**config.mk**
```make
export PLATFORM = sky130hd
export DESIGN_NAME = rate_servo_top
export DESIGN_NICKNAME = d
export VERILOG_FILES = /design/src/design/servo_pkg.sv /design/src/design/rate_servo_top.sv /design/src/design/servo_sequencer.sv /design/src/design/beam_bank.sv /design/src/design/trig_cmd_master.sv /design/src/design/servo_reg_port.sv
export SDC_FILE = /design/constraint.sdc
export NUM_CORES = 1
export LEC_CHECK = 0
export ABC_AREA = 1
export BUFFER_PORTS_ARGS = -buffer_cell sky130_fd_sc_hd__buf_4
export CAP_MARGIN = 20
export CORE_MARGIN = 4
export CORE_UTILIZATION = 55
export DETAILED_ROUTE_END_ITERATION = 12
export MAX_ROUTING_LAYER = met4
export PLACE_DENSITY = 0.77
export SYNTH_ARGS = -nofsm -noshare
export SYNTH_HDL_FRONTEND = slang
export SYNTH_SLANG_ARGS = --single-unit
export TNS_END_PERCENT = 10
```
**constraint.sdc**
```tcl
create_clock -name wb_clk_i -period 3.9 [get_ports wb_clk_i]
set_input_delay 0.78 -clock wb_clk_i [delete_from_list [all_inputs] [get_ports wb_clk_i]]
set_output_delay 0.78 -clock wb_clk_i [all_outputs]
set_load 0.02 [all_outputs]
```
**src/design/servo_pkg.sv**
```systemverilog
package servo_pkg;

    ////////////////////////////////////////
    // Bus and threshold widths
    ////////////////////////////////////////
    localparam int DATA_W   = 32;   // Both buses
    localparam int ADDR_W   = 22;
    localparam int THRESH_W = 18;   // Trigger threshold field

    ////////////////////////////////////////
    // Trigger register map on the command bus
    ////////////////////////////////////////
    localparam logic [ADDR_W-1:0] CMD_ADDR_CONTROL = 22'h000000;  // Control write, status read
    localparam logic [ADDR_W-1:0] CMD_BASE_THRESH  = 22'h000100;  // Count read, threshold write
    localparam logic [ADDR_W-1:0] CMD_BASE_LOAD    = 22'h000200;  // Per-beam load enable

    // Values written to the control and load registers
    localparam logic [DATA_W-1:0] CTRL_START  = 32'h0000_0001;  // Begin a count period
    localparam logic [DATA_W-1:0] CTRL_COMMIT = 32'h0000_0002;  // Apply loaded thresholds
    localparam logic [DATA_W-1:0] LOAD_ENABLE = 32'h0000_0001;

    // Upstream readback select bits; beam index sits in bits 7:0
    localparam int SEL_COUNT_BIT  = 8;
    localparam int SEL_THRESH_BIT = 9;

    ////////////////////////////////////////
    // State encodings
    ////////////////////////////////////////
    typedef enum logic [1:0] {
        PORT_IDLE,
        PORT_WRITE,
        PORT_READ,
        PORT_ACK
    } port_state_e;

    typedef enum logic [2:0] {
        SEQ_BOOT,    // Power-up delay
        SEQ_POLL,    // Start a count period
        SEQ_WAIT,    // Read status until count done
        SEQ_READ,    // Fetch one count per beam
        SEQ_CALC,    // Step rule, one beam per cycle
        SEQ_WRITE,   // Send pending thresholds
        SEQ_LOAD,    // Load enable per beam
        SEQ_COMMIT   // Apply all at once
    } seq_state_e;

endpackage
```
**src/design/rate_servo_top.sv**
```systemverilog
`timescale 1ns/100ps

module rate_servo_top #(
    parameter int NBEAMS       = 2,
    parameter int START_THRESH = 3500,
    parameter int TARGET_COUNT = 100,
    parameter int COUNT_MARGIN = 10,
    parameter int KP_STEP      = 1,
    parameter int BOOT_CYCLES  = 31,
    localparam int IDX_W       = (NBEAMS > 1) ? $clog2(NBEAMS) : 1
) (
    input  logic                         wb_clk_i,
    input  logic                         reset_i,
    // Upstream register bus
    input  logic                         wb_cyc_i,
    input  logic                         wb_stb_i,
    input  logic                         wb_we_i,
    input  logic [servo_pkg::ADDR_W-1:0] wb_adr_i,
    input  logic [servo_pkg::DATA_W-1:0] wb_dat_i,   // No writable registers behind it
    output logic                         wb_ack_o,
    output logic [servo_pkg::DATA_W-1:0] wb_dat_o,
    // Command bus to the trigger
    output logic                         cmd_cyc_o,
    output logic                         cmd_we_o,
    output logic [servo_pkg::ADDR_W-1:0] cmd_adr_o,
    output logic [servo_pkg::DATA_W-1:0] cmd_dat_o,
    input  logic                         cmd_ack_i,
    input  logic [servo_pkg::DATA_W-1:0] cmd_dat_i
);
    import servo_pkg::*;

    // Sequencer to master
    logic                req, req_we, busy, done;
    logic [ADDR_W-1:0]   req_adr;
    logic [DATA_W-1:0]   req_dat, rsp_dat;
    // Sequencer to bank
    logic [IDX_W-1:0]    seq_idx;
    logic                count_wr, calc, commit;
    logic [THRESH_W-1:0] pend_thresh;
    // Reg port to bank
    logic [IDX_W-1:0]    rd_idx;
    logic [DATA_W-1:0]   rd_count;
    logic [THRESH_W-1:0] rd_thresh;

    servo_reg_port #(.NBEAMS(NBEAMS), .KP_STEP(KP_STEP)) u_reg_port (
        .wb_clk_i, .reset_i,
        .wb_cyc_i, .wb_stb_i, .wb_we_i, .wb_adr_i,
        .wb_ack_o, .wb_dat_o,
        .rd_idx_o(rd_idx), .rd_count_i(rd_count), .rd_thresh_i(rd_thresh)
    );

    trig_cmd_master u_cmd_master (
        .wb_clk_i, .reset_i,
        .req_i(req), .req_we_i(req_we), .req_adr_i(req_adr), .req_dat_i(req_dat),
        .busy_o(busy), .done_o(done), .rsp_dat_o(rsp_dat),
        .cmd_cyc_o, .cmd_we_o, .cmd_adr_o, .cmd_dat_o, .cmd_ack_i, .cmd_dat_i
    );

    beam_bank #(
        .NBEAMS(NBEAMS), .START_THRESH(START_THRESH), .TARGET_COUNT(TARGET_COUNT),
        .COUNT_MARGIN(COUNT_MARGIN), .KP_STEP(KP_STEP)
    ) u_bank (
        .wb_clk_i, .reset_i,
        .seq_idx_i(seq_idx), .count_wr_i(count_wr), .count_dat_i(rsp_dat),
        .calc_i(calc), .commit_i(commit), .pend_thresh_o(pend_thresh),
        .rd_idx_i(rd_idx), .rd_count_o(rd_count), .rd_thresh_o(rd_thresh)
    );

    servo_sequencer #(.NBEAMS(NBEAMS), .BOOT_CYCLES(BOOT_CYCLES)) u_sequencer (
        .wb_clk_i, .reset_i,
        .req_o(req), .req_we_o(req_we), .req_adr_o(req_adr), .req_dat_o(req_dat),
        .busy_i(busy), .done_i(done), .rsp_dat_i(rsp_dat),
        .seq_idx_o(seq_idx), .count_wr_o(count_wr), .calc_o(calc), .commit_o(commit),
        .pend_thresh_i(pend_thresh)
    );

endmodule

```
**src/design/servo_sequencer.sv**
```systemverilog
`timescale 1ns/100ps

module servo_sequencer #(
    parameter int NBEAMS      = 2,
    parameter int BOOT_CYCLES = 31,
    localparam int IDX_W      = (NBEAMS > 1) ? $clog2(NBEAMS) : 1
) (
    input  logic                           wb_clk_i,
    input  logic                           reset_i,
    // Bus master requests
    output logic                           req_o,
    output logic                           req_we_o,
    output logic [servo_pkg::ADDR_W-1:0]   req_adr_o,
    output logic [servo_pkg::DATA_W-1:0]   req_dat_o,
    input  logic                           busy_i,
    input  logic                           done_i,
    input  logic [servo_pkg::DATA_W-1:0]   rsp_dat_i,
    // Beam bank strobes
    output logic [IDX_W-1:0]               seq_idx_o,
    output logic                           count_wr_o,
    output logic                           calc_o,
    output logic                           commit_o,
    input  logic [servo_pkg::THRESH_W-1:0] pend_thresh_i
);
    import servo_pkg::*;

    localparam int BOOT_W = (BOOT_CYCLES > 0) ? $clog2(BOOT_CYCLES + 1) : 1;
    localparam logic [IDX_W-1:0] LAST_IDX = IDX_W'(NBEAMS - 1);

    seq_state_e        state;
    logic [BOOT_W-1:0] boot_cnt;   // Counts down to zero
    logic [IDX_W-1:0]  idx;        // Beam in work
    logic              pending;    // Request issued, done not yet seen
    logic              bus_state;  // State drives a bus transaction
    logic              last_beam;

    assign bus_state  = (state != SEQ_BOOT) && (state != SEQ_CALC);
    assign last_beam  = (idx == LAST_IDX);
    assign req_o      = bus_state && !pending && !busy_i;
    assign seq_idx_o  = idx;
    assign count_wr_o = (state == SEQ_READ) && done_i;     // Response is this beam's count
    assign calc_o     = (state == SEQ_CALC);
    assign commit_o   = (state == SEQ_COMMIT) && done_i;   // Trigger took the commit

    ////////////////////////////////////////
    // Request contents per state
    ////////////////////////////////////////
    always_comb begin
        req_we_o  = 1'b1;
        req_adr_o = CMD_ADDR_CONTROL;
        req_dat_o = CTRL_START;
        case (state)
            SEQ_WAIT: req_we_o = 1'b0;   // Status read
            SEQ_READ: begin
                req_we_o  = 1'b0;
                req_adr_o = CMD_BASE_THRESH + ADDR_W'(idx);
            end
            SEQ_WRITE: begin
                req_adr_o = CMD_BASE_THRESH + ADDR_W'(idx);
                req_dat_o = DATA_W'(pend_thresh_i);
            end
            SEQ_LOAD: begin
                req_adr_o = CMD_BASE_LOAD + ADDR_W'(idx);
                req_dat_o = LOAD_ENABLE;
            end
            SEQ_COMMIT: req_dat_o = CTRL_COMMIT;
            default: ;   // Poll uses the start write
        endcase
    end

    ////////////////////////////////////////
    // Servo loop
    ////////////////////////////////////////
    always_ff @(posedge wb_clk_i) begin
        if (reset_i) begin
            state    <= SEQ_BOOT;
            boot_cnt <= BOOT_W'(BOOT_CYCLES);
            idx      <= '0;
            pending  <= 1'b0;
        end else begin
            if (req_o) pending <= 1'b1;
            case (state)
                SEQ_BOOT: begin
                    if (boot_cnt != '0) boot_cnt <= boot_cnt - 1'b1;
                    else state <= SEQ_WRITE;   // Push start thresholds first
                end
                SEQ_CALC: begin   // One beam per cycle, no bus traffic
                    idx <= last_beam ? '0 : idx + 1'b1;
                    if (last_beam) state <= SEQ_WRITE;
                end
                default: begin
                    if (pending && done_i) begin
                        pending <= 1'b0;
                        case (state)
                            SEQ_POLL: state <= SEQ_WAIT;
                            SEQ_WAIT: if (rsp_dat_i[0]) state <= SEQ_READ;   // Count done
                            SEQ_READ: begin
                                idx <= last_beam ? '0 : idx + 1'b1;
                                if (last_beam) state <= SEQ_CALC;
                            end
                            SEQ_WRITE: begin
                                idx <= last_beam ? '0 : idx + 1'b1;
                                if (last_beam) state <= SEQ_LOAD;
                            end
                            SEQ_LOAD: begin
                                idx <= last_beam ? '0 : idx + 1'b1;
                                if (last_beam) state <= SEQ_COMMIT;
                            end
                            default: state <= SEQ_POLL;   // Commit done, next period
                        endcase
                    end
                end
            endcase
        end
    end

endmodule

```
**src/design/beam_bank.sv**
```systemverilog
`timescale 1ns/100ps

module beam_bank #(
    parameter int NBEAMS       = 2,
    parameter int START_THRESH = 3500,
    parameter int TARGET_COUNT = 100,
    parameter int COUNT_MARGIN = 10,
    parameter int KP_STEP      = 1,
    localparam int IDX_W       = (NBEAMS > 1) ? $clog2(NBEAMS) : 1
) (
    input  logic                           wb_clk_i,
    input  logic                           reset_i,
    // Sequencer side
    input  logic [IDX_W-1:0]               seq_idx_i,
    input  logic                           count_wr_i,
    input  logic [servo_pkg::DATA_W-1:0]   count_dat_i,
    input  logic                           calc_i,
    input  logic                           commit_i,
    output logic [servo_pkg::THRESH_W-1:0] pend_thresh_o,
    // Readback side
    input  logic [IDX_W-1:0]               rd_idx_i,
    output logic [servo_pkg::DATA_W-1:0]   rd_count_o,
    output logic [servo_pkg::THRESH_W-1:0] rd_thresh_o
);
    import servo_pkg::*;

    // Dead band edges, a count on an edge leaves the threshold alone
    localparam logic [DATA_W-1:0]   HI_LIMIT = DATA_W'(TARGET_COUNT + COUNT_MARGIN);
    localparam logic [DATA_W-1:0]   LO_LIMIT = DATA_W'(TARGET_COUNT - COUNT_MARGIN);
    localparam logic [THRESH_W-1:0] STEP     = THRESH_W'(KP_STEP);
    localparam logic [THRESH_W-1:0] INIT_TH  = THRESH_W'(START_THRESH);

    logic [DATA_W-1:0]   count_q [NBEAMS];   // Last measured counts
    logic [THRESH_W-1:0] act_q   [NBEAMS];   // Thresholds in force
    logic [THRESH_W-1:0] pend_q  [NBEAMS];   // Next thresholds, committed together

    ////////////////////////////////////////
    // Count store, step rule, commit
    ////////////////////////////////////////
    always_ff @(posedge wb_clk_i) begin
        if (reset_i) begin
            for (int b = 0; b < NBEAMS; b++) begin
                count_q[b] <= '0;
                act_q[b]   <= INIT_TH;
                pend_q[b]  <= INIT_TH;
            end
        end else begin
            if (count_wr_i) count_q[seq_idx_i] <= count_dat_i;
            if (calc_i) begin
                if (count_q[seq_idx_i] > HI_LIMIT) begin
                    pend_q[seq_idx_i] <= act_q[seq_idx_i] + STEP;   // Too many triggers, raise
                end else if (count_q[seq_idx_i] < LO_LIMIT) begin
                    pend_q[seq_idx_i] <= act_q[seq_idx_i] - STEP;   // Too few, lower
                end else begin
                    pend_q[seq_idx_i] <= act_q[seq_idx_i];          // Inside band
                end
            end
            if (commit_i) act_q <= pend_q;   // All beams at once
        end
    end

    assign pend_thresh_o = pend_q[seq_idx_i];
    assign rd_count_o    = count_q[rd_idx_i];
    assign rd_thresh_o   = act_q[rd_idx_i];

    // Sequencer beam index stays in range whenever it is used
    a_idx_range : assert property (@(posedge wb_clk_i) disable iff (reset_i)
        (count_wr_i || calc_i || commit_i) |-> (int'(seq_idx_i) < NBEAMS));

endmodule

```
**src/design/trig_cmd_master.sv**
```systemverilog
`timescale 1ns/100ps

module trig_cmd_master (
    input  logic                         wb_clk_i,
    input  logic                         reset_i,
    // Request side, from the sequencer
    input  logic                         req_i,
    input  logic                         req_we_i,
    input  logic [servo_pkg::ADDR_W-1:0] req_adr_i,
    input  logic [servo_pkg::DATA_W-1:0] req_dat_i,
    output logic                         busy_o,
    output logic                         done_o,
    output logic [servo_pkg::DATA_W-1:0] rsp_dat_o,
    // Command bus to the trigger registers
    output logic                         cmd_cyc_o,   // cyc and stb together
    output logic                         cmd_we_o,
    output logic [servo_pkg::ADDR_W-1:0] cmd_adr_o,
    output logic [servo_pkg::DATA_W-1:0] cmd_dat_o,
    input  logic                         cmd_ack_i,
    input  logic [servo_pkg::DATA_W-1:0] cmd_dat_i
);
    import servo_pkg::*;

    logic start;    // New request accepted this cycle
    logic finish;   // Trigger acked this cycle

    assign start  = req_i && !cmd_cyc_o;
    assign finish = cmd_cyc_o && cmd_ack_i;
    assign busy_o = cmd_cyc_o;

    // Control flags
    always_ff @(posedge wb_clk_i) begin
        if (reset_i) begin
            cmd_cyc_o <= 1'b0;
            cmd_we_o  <= 1'b0;
            done_o    <= 1'b0;
        end else begin
            done_o <= finish;   // One-cycle pulse after ack
            if (start) begin
                cmd_cyc_o <= 1'b1;
                cmd_we_o  <= req_we_i;
            end else if (finish) begin
                cmd_cyc_o <= 1'b0;   // Low at least one cycle before the next one
                cmd_we_o  <= 1'b0;
            end
        end
    end

    // Address and data held from cyc rise until ack
    always_ff @(posedge wb_clk_i) begin
        if (start) begin
            cmd_adr_o <= req_adr_i;
            cmd_dat_o <= req_dat_i;
        end
        if (finish) rsp_dat_o <= cmd_dat_i;   // Read data, meaningless on writes
    end

    // Sequencer must wait for the previous transaction to end
    a_no_req_busy : assert property (@(posedge wb_clk_i) disable iff (reset_i)
        req_i |-> !busy_o);

endmodule

```
**src/design/servo_reg_port.sv**
```systemverilog
`timescale 1ns/100ps

module servo_reg_port #(
    parameter int NBEAMS  = 2,
    parameter int KP_STEP = 1,
    localparam int IDX_W  = (NBEAMS > 1) ? $clog2(NBEAMS) : 1
) (
    input  logic                          wb_clk_i,
    input  logic                          reset_i,
    input  logic                          wb_cyc_i,
    input  logic                          wb_stb_i,
    input  logic                          wb_we_i,
    input  logic [servo_pkg::ADDR_W-1:0]  wb_adr_i,
    output logic                          wb_ack_o,
    output logic [servo_pkg::DATA_W-1:0]  wb_dat_o,
    output logic [IDX_W-1:0]              rd_idx_o,    // Beam being read back
    input  logic [servo_pkg::DATA_W-1:0]  rd_count_i,
    input  logic [servo_pkg::THRESH_W-1:0] rd_thresh_i
);
    import servo_pkg::*;

    port_state_e       state;
    logic [DATA_W-1:0] resp_q;   // Word returned with ack
    logic              idx_ok;   // Index names an existing beam

    assign rd_idx_o = wb_adr_i[IDX_W-1:0];
    assign idx_ok   = (int'(wb_adr_i[7:0]) < NBEAMS);

    ////////////////////////////////////////
    // Ack machine with fixed two-cycle latency
    ////////////////////////////////////////
    always_ff @(posedge wb_clk_i) begin
        if (reset_i) begin
            state <= PORT_IDLE;
        end else begin
            case (state)
                PORT_IDLE: begin
                    if (wb_cyc_i && wb_stb_i) begin
                        state <= wb_we_i ? PORT_WRITE : PORT_READ;
                    end
                end
                PORT_WRITE: state <= PORT_ACK;   // Nothing writable behind the port
                PORT_READ:  state <= PORT_ACK;
                default:    state <= PORT_IDLE;  // Ack lasts one cycle
            endcase
        end
    end

    // Readback word latched during the read cycle
    always_ff @(posedge wb_clk_i) begin
        if (state == PORT_READ) begin
            if (wb_adr_i[SEL_COUNT_BIT]) begin
                resp_q <= idx_ok ? rd_count_i : '0;             // Last count
            end else if (wb_adr_i[SEL_THRESH_BIT]) begin
                resp_q <= idx_ok ? DATA_W'(rd_thresh_i) : '0;   // Active threshold
            end else begin
                resp_q <= DATA_W'(KP_STEP);                     // Loop step
            end
        end
    end

    assign wb_ack_o = (state == PORT_ACK);
    assign wb_dat_o = resp_q;

    // Requester drops stb in the cycle after ack
    a_stb_drop : assert property (@(posedge wb_clk_i) disable iff (reset_i)
        wb_ack_o |=> !wb_stb_i);

endmodule

```
# After elaboration in Yosys (flattened, before gate mapping)

Memories as Yosys holds them, arrays and structs flattened. A register that Yosys moved wholly into a read port is not among the register bits.
Cells that the tools add are included.
Widths: inputs -> output; s select.

Memories: 1
Bits in registers: 205
Logic and storage cells: 134
Input port bits: 92
Output and inout port bits: 89
Memory bits (writable): 64

Add/sub/neg operators: 6
Magnitude comparators: 6
Bitwise operators: 3
Multiplexer cells: 55
Reductions and logical operators: 29
Equal/unequal tests: 18

Memories:

| name           | depth | bits a word | rd ports | clocked after Yosys merged registers in | wr ports | RTL line        | text |
|---|---|---|---|---|---|---|---|
| u_bank.count_q | 2     | 32          | 2        | 1                                       | 2        | beam_bank.sv:33 | `logic [DATA_W-1:0] count_q [NBEAMS];` |

Operator list:

| kind                  | count |
|---|---|
| $mux 18               | 11 |
| $mux 32               | 4 |
| $bwmux 36             | 3 |
| $mux 36               | 2 |
| $pmux 22 s2           | 1 |
| $pmux 18 s2           | 1 |
| $gt 32x7->1 const B   | 1 |
| $lt 32x7->1 const B   | 1 |
| $reduce_or 32->1      | 1 |
| $mux 3                | 7 |
| $mux 1                | 19 |
| $add 18x1->18 const B | 1 |
| $demux 18 s1          | 1 |
| $sub 18x1->18 const B | 1 |
| $pmux 3 s5            | 1 |
| $eq 3x3->1 const B    | 4 |
| $add 10x1->11 const A | 1 |
| $add 9x1->10 const A  | 1 |
| $logic_and 1x1->1     | 10 |
| $lt 8x2->1 const B    | 1 |
| $reduce_or 2->1       | 4 |
| $reduce_and 7->1      | 1 |
| $eq 3x2->1 const B    | 2 |
| $ne 3x2->1 const B    | 2 |
| other kinds (27)      | 36 |

# Logic depth before layout (Yosys ltp)

Depth after elaboration: 8
Gate-level depth with buffers: 19
Mapped depth without buffers: 18

# Hierarchy

Synthesis repeated with hierarchy kept, for this count alone.

Cells, all modules: 1,591
Area total of the unflattened synthesis: 13,380.3 sq um

By module, submodules not included:

| module          | area an instance (sq um) | instances | cells each | sequential area each (sq um) |
|---|---|---|---|---|
| beam_bank       | 8,031.5                  | 1         | 1,164      | 3,363.2 |
| trig_cmd_master | 2,708.8                  | 1         | 104        | 2,642.5 |
| servo_reg_port  | 1,640.3                  | 1         | 160        | 1,001.0 |
| servo_sequencer | 999.7                    | 1         | 163        | 200.2 |

# Worst setup path after synthesis

OpenSTA, ideal clock, no wires.

Path type: flip-flop to flip-flop
Start point: register u_sequencer.state[0]
End point: register u_cmd_master.cmd_we_o
Setup slack: 1.054 ns
Stages on the path, launching flop included: 7
Buffers on the path: 0
Arrival time: 2.713 ns
Clock period less this slack: 2.846 ns
Library setup time: 0.132 ns
Required time: 3.768 ns
Cells stage by stage: dfxtp_1 > inv_1 > ha_1 > nor3_1 > inv_1 > nand3_1 > a21oi_1

Word-level cells in the longest chain between the ends: 6
Elaborated cells between the ends (all ways): 12
Classes of those cells: eq/ne (3); mux (2); reduce/logical (7)

Ends and longest elaborated chain:

| what                                            | RTL line              | text |
|---|---|---|
| from (decl)                                     | servo_sequencer.sv:30 | `seq_state_e state;` |
| from (signal assigned)                          | servo_sequencer.sv:76 | `state <= SEQ_BOOT;` |
| from (signal assigned)                          | servo_sequencer.sv:85 | `else state <= SEQ_WRITE;` |
| from (signal assigned)                          | servo_sequencer.sv:89 | `if (last_beam) state <= SEQ_WRITE;` |
| $ne 3x3->1 or $reduce_bool 3->1 (tied branches) | servo_sequencer.sv:37 | `assign bus_state = (state != SEQ_BOOT) && (state != SEQ_CALC);` |
| $logic_and 1x1->1 *                             | servo_sequencer.sv:37 |  |
| $logic_and 1x1->1 * (2 in a row)                | servo_sequencer.sv:39 | `assign req_o = bus_state && !pending && !busy_i;` |
| $logic_and 1x1->1 *                             | trig_cmd_master.sv:27 | `assign start = req_i && !cmd_cyc_o;` |
| via u_cmd_master.start                          | trig_cmd_master.sv:24 | `logic start;` |
| $mux 1 or $reduce_bool 2->1 (tied branches)     | -                     |  |
| to (signal assigned)                            | trig_cmd_master.sv:41 | `cmd_we_o <= req_we_i;` |
| to (decl)                                       | trig_cmd_master.sv:16 | `output logic cmd_we_o,` |

Mark *: on every way through the listed nets, which the timed path passes. The rest lies on a longest branch.
A chain may end at the register's enable or synchronous reset.

# Final worst setup path

Start point: register u_sequencer.idx, in the netlist u_sequencer.seq_idx_o
End point: register u_bank.pend_q[16] in the netlist's numbering

Word-level cells in the longest chain between the ends: 8
Elaborated cells between the ends (all ways): 16
Classes of those cells: add/sub (2); order compare (2); mux (10); bitwise (1); reduce/logical (1)

Ends and longest elaborated chain:

| what                                                               | RTL line                                          | text |
|---|---|---|
| from (decl)                                                        | servo_sequencer.sv:32                             | `logic [IDX_W-1:0] idx;` |
| from (signal assigned)                                             | servo_sequencer.sv:88                             | `idx <= last_beam ? '0 : idx + 1'b1;` |
| from (signal assigned)                                             | servo_sequencer.sv:98                             | `idx <= last_beam ? '0 : idx + 1'b1;` |
| from (signal assigned)                                             | servo_sequencer.sv:102                            | `idx <= last_beam ? '0 : idx + 1'b1;` |
| $not 1->2 (implied by the code) *                                  | beam_bank.sv:51, beam_bank.sv:53, beam_bank.sv:55 |  |
| $mux 18 (implied by the code), or another cell as far along        | beam_bank.sv:51, beam_bank.sv:53, beam_bank.sv:55 |  |
| $mux 18 (implied by the code) or $logic_and 1x1->1 (tied branches) | beam_bank.sv:51, beam_bank.sv:53, beam_bank.sv:55 |  |
| $mux 18 (implied by the code)                                      | beam_bank.sv:51, beam_bank.sv:53, beam_bank.sv:55 |  |
| $sub 18x1->18 or $demux 18 s1 (tied branches)                      | beam_bank.sv:53, beam_bank.sv:51, beam_bank.sv:55 |  |
| $bwmux 36 (on tied branches)                                       | beam_bank.sv:53, beam_bank.sv:55                  |  |
| $mux 36                                                            | beam_bank.sv:52                                   | `end else if (count_q[seq_idx_i] < LO_LIMIT) begin` |
| $mux 36 *                                                          | beam_bank.sv:50                                   | `if (count_q[seq_idx_i] > HI_LIMIT) begin` |
| to (signal, indexed assignment)                                    | beam_bank.sv:51                                   | `pend_q[seq_idx_i] <= act_q[seq_idx_i] + STEP;` |
| to (signal, indexed assignment)                                    | beam_bank.sv:53                                   | `pend_q[seq_idx_i] <= act_q[seq_idx_i] - STEP;` |
| to (signal, indexed assignment)                                    | beam_bank.sv:55                                   | `pend_q[seq_idx_i] <= act_q[seq_idx_i];` |
| to (decl)                                                          | beam_bank.sv:35                                   | `logic [THRESH_W-1:0] pend_q [NBEAMS];` |

Mark *: on every way between the ends. The rest lies on a longest branch, timed or not. The select of a mux whose other input is x is not followed.

==> flow_summary.ini <==
[final_layout]
nets = 1718
layout-drive-gt1-share_pct = 12.4
n_antenna_cell = 0
syn_to_final_growth_pct = 13.3
final.fill_count = 1875
utilization_pct = 63.4

[floorplanning]
die_h_um = 157
coreArea_sq_mm = 0.0219
initial_core_util_pct = 55.9
fp.dieArea_sq_mm = 0.0247
ios = 181
rows = 54
die_w_um = 157

[setup_path]
crit_family = simple AND/OR/NAND/NOR gates
worstPathRequired_ps = 4310
max_stage_delay_ps = 400
crit_top_cell = nand2_1
crit_chain = buf_4 -> buf_4 -> nand2_1 -> nand2_2 -> ha_1 -> inv_1 -> nor2_2 -> nand2_1 -> nor2_2 -> nand2_1 -> nor3b_1 -> nor2_1 -> nor2_1 -> a21oi_1
worst-path-buf-inv = 3
cp-startpoint = u_sequencer.seq_idx_o$_SDFFE_PP0P_
crit_path_max_fanout = 39
path_class = flip-flop to flip-flop
critPathLaunchType = flip-flop
crit_path_end_kind = flip-flop
crit_arrival_ps = 3340
r2r-start = u_sequencer.seq_idx_o$_SDFFE_PP0P_
critical-path-slowest-cell = buf_4

[synth]
synth-simple-area-share_pct = 24.8
synth_flop_cell = edfxtp_1
yosys_warnings = 0
synth-seq-area-share_pct = 50.9
syn_inst = 1536
synthMuxAreaShare_pct = 0.490
ys_ff_latch = 237
netlist_area_sq_mm = 0.0122
synth.most_common_cell = nand2_1
synth_compound_area_share_pct = 11.2
synth_top_area_cell = edfxtp_1
synth_xor_area_share_pct = 1.50
synth_adder_area_share_pct = 1.23
synthTopCellsByCount = 379 x nand2_1, 225 x nor2_1, 154 x inv_1, 149 x edfxtp_1, 115 x a21oi_1
yosysTopAreaCellShare_pct = 36.5
synth_top_family_by_area = simple AND/OR/NAND/NOR gates
synth_enable_flop_cells = 149
syn_avg_cell_area_sq_um = 7.97
synth_cell_type_count = 44
synthArstFlopShare_pct = 0
synth_area_leaders = edfxtp_1 37%, dfxtp_1 14%, nand2_1 12%

[timing]
hold_viol = 0
period_share_pct = 75.0
fin_setup_tns_ps = 0
setup_viol_count_final = 0
finalMaxSlewViolations = 0
rsz0062_at_grt = no
worst_slew_pin_slew_ps = 1070
max_slew_margin_pct = 28.0
fmax_mhz = 342
min_period_ps = 2930
skew_ps = 15.4

[global_route]
grt_pass1_wl_um = 48900
grt_max_degree = 57
antenna_found_initial = 0
grt_usage_pct = 25.5
grt_pass1_vias = 9662
grt.overflow.total = 0

[clocking]
cts_tree = done
worstSkewPairLatency_ps = 540
cts_hold_buf = 0
htree_levels = 1
cts.sinks = 237
clkSlewWorstSetupHoldPaths_ps = 60
postCtsSetupRepairBufs = 0
clockBufferDepth = 3
cts_resized = 0
cts-root-buf = clkbuf_16
numCtsBuffers = 25

[routing]
drc = 0
dr.pass1.iters = 5
vias_per_cell = 5.45
wire_per_inst_um = 16.4
vias = 10400
ant_nets = 0
finalWirelength_um = 31300
drtIter0Drc = 1061

[status]
status = finished, final reports clean

[placed_design]
port_buffers = 103
dpl.hpwl_um = 21600
globalplace.congestion = 0.978

[pwr]
report.power.total_w = 0.00556
leakage_nw = 6.09
intPower_w = 0.00423
power_switching_w = 0.00133
vdd_drop_max_mv = 0.479
power_frac_seq_pct = 50.9
p_clk_share_pct = 40.9
power_frac_comb_pct = 8.2
p_per_area_mw_per_mm2 = 401
switching_share_pct = 23.9

[hold_path]
hp-start = cmd_dat_i[7]
hold_class = input pin to flip-flop

[flow_run]
drv_cap = 0
-- cells in the final DEF (no fill, tap or decap), types with 7 or more instances in the layout --
| master | netlist | layout |
|---|---|---|
| nand2_1 | 379 | 379 |
| nor2_1 | 225 | 225 |
| inv_1 | 154 | 154 |
| edfxtp_1 | 149 | 149 |
| buf_4 | 43 | 122 |
| a21oi_1 | 115 | 115 |
| o21ai_0 | 96 | 96 |
| dfxtp_1 | 88 | 87 |
| nand3_1 | 69 | 69 |
| conb_1 | 1 | 33 |
| o21ai_1 | 27 | 27 |
| clkbuf_16 | 0 | 25 |
| xor2_1 | 14 | 14 |
| nand2_2 | 13 | 13 |
| o22ai_1 | 13 | 13 |
| nand4_1 | 12 | 12 |
| ha_1 | 12 | 12 |
| nor2_2 | 9 | 9 |
| clkinv_2 | 0 | 8 |
| nand3b_1 | 7 | 7 |
| xnor2_1 | 7 | 7 |
-- kinds of logic after synthesis --
kind of cell,after synthesis
AOI/OAI and AO/OA,262
and+or+nand+nor,732
muxes,6
DFF,237
adders and majority gates,12
xor gates and xnor gates,21
other,1
buffers and inverters,265
-- worst register-to-register path, delay by kind of cell (launching register included) --
kind            cells  cell delay [ps]
compound gates      1               70
fa+ha+maj           1              160
buf+inv             3              890
flops               1              330
simple gates        9             1350
-- cell type report --
type | count | area [sq um] | area share (%)
inverter | 160 | 601 | 4.33
tap | 280 | 350 | 2.53
multi-input combinational | 1066 | 4920 | 35.5
timing repair buffer | 124 | 971 | 7.00
clock inverter | 10 | 63.8 | 0.460
clock buffer | 36 | 727 | 5.24
sequential | 237 | 6240 | 45.0
-- path summary, 6_finish.rpt --
check,slack (ps),cells after the start,to
min,420,1,u_cmd_master.rsp_dat_o[7]$_DFFE_PP_
max reg2reg,970,14,u_bank.pend_q[16]$_SDFFE_PP0P_
max,970,14,u_bank.pend_q[16]$_SDFFE_PP0P_
min reg2reg,470,2,u_bank.act_q[9]$_SDFFE_PP0P_
-- power groups by stage --
stage / combinational [W] / sequential, W / clock [W]
CTS: 0.000455 / 0.00283 / 0.00231
global route: 0.000493 / 0.00284 / 0.00243
finish: 0.000454 / 0.00283 / 0.00228
detailed placement: 0.000452 / 0.00288 / 0
floorplan: 0.000224 / 0.00294 / 0
global placement: 0.000440 / 0.00288 / 0
-- registers in the layout, indices dropped and copies added (netlist names), 2 cells and up, named ones only --
register	cells
u_bank.count_q	64
u_bank.act_q	36
u_bank.pend_q	36
u_cmd_master.rsp_dat_o	32
u_reg_port.wb_dat_o	32
u_cmd_master.cmd_dat_o	18
u_sequencer.boot_cnt	5
u_cmd_master.cmd_adr_o	3
u_sequencer.state	3
u_reg_port.state	2
-- routing by layer --
layer	global-route usage (%)	wire [um]	share of wire, %
met5	-	0	0
met4	8.56	1070	3.4
met3	3.13	2220	7.1
met2	42.1	15300	49
met1	32.9	12700	41
-- stage by stage --
step | instance area, sq um | hold slack, ps | setup WS [ps] | cells
after CTS | 13800 | 397 | 1000 | 1912
after global routing | 13900 | 397 | 765 | 1913
after floorplan | 12400 | 441 | 1050 | 1568
after detailed placement | 13100 | 462 | 1030 | 1866
final | 13900 | 418 | 975 | 1913
after global placement | 13000 | 453 | 1060 | 1865
Note: power is estimated with default switching activity, not from simulation.
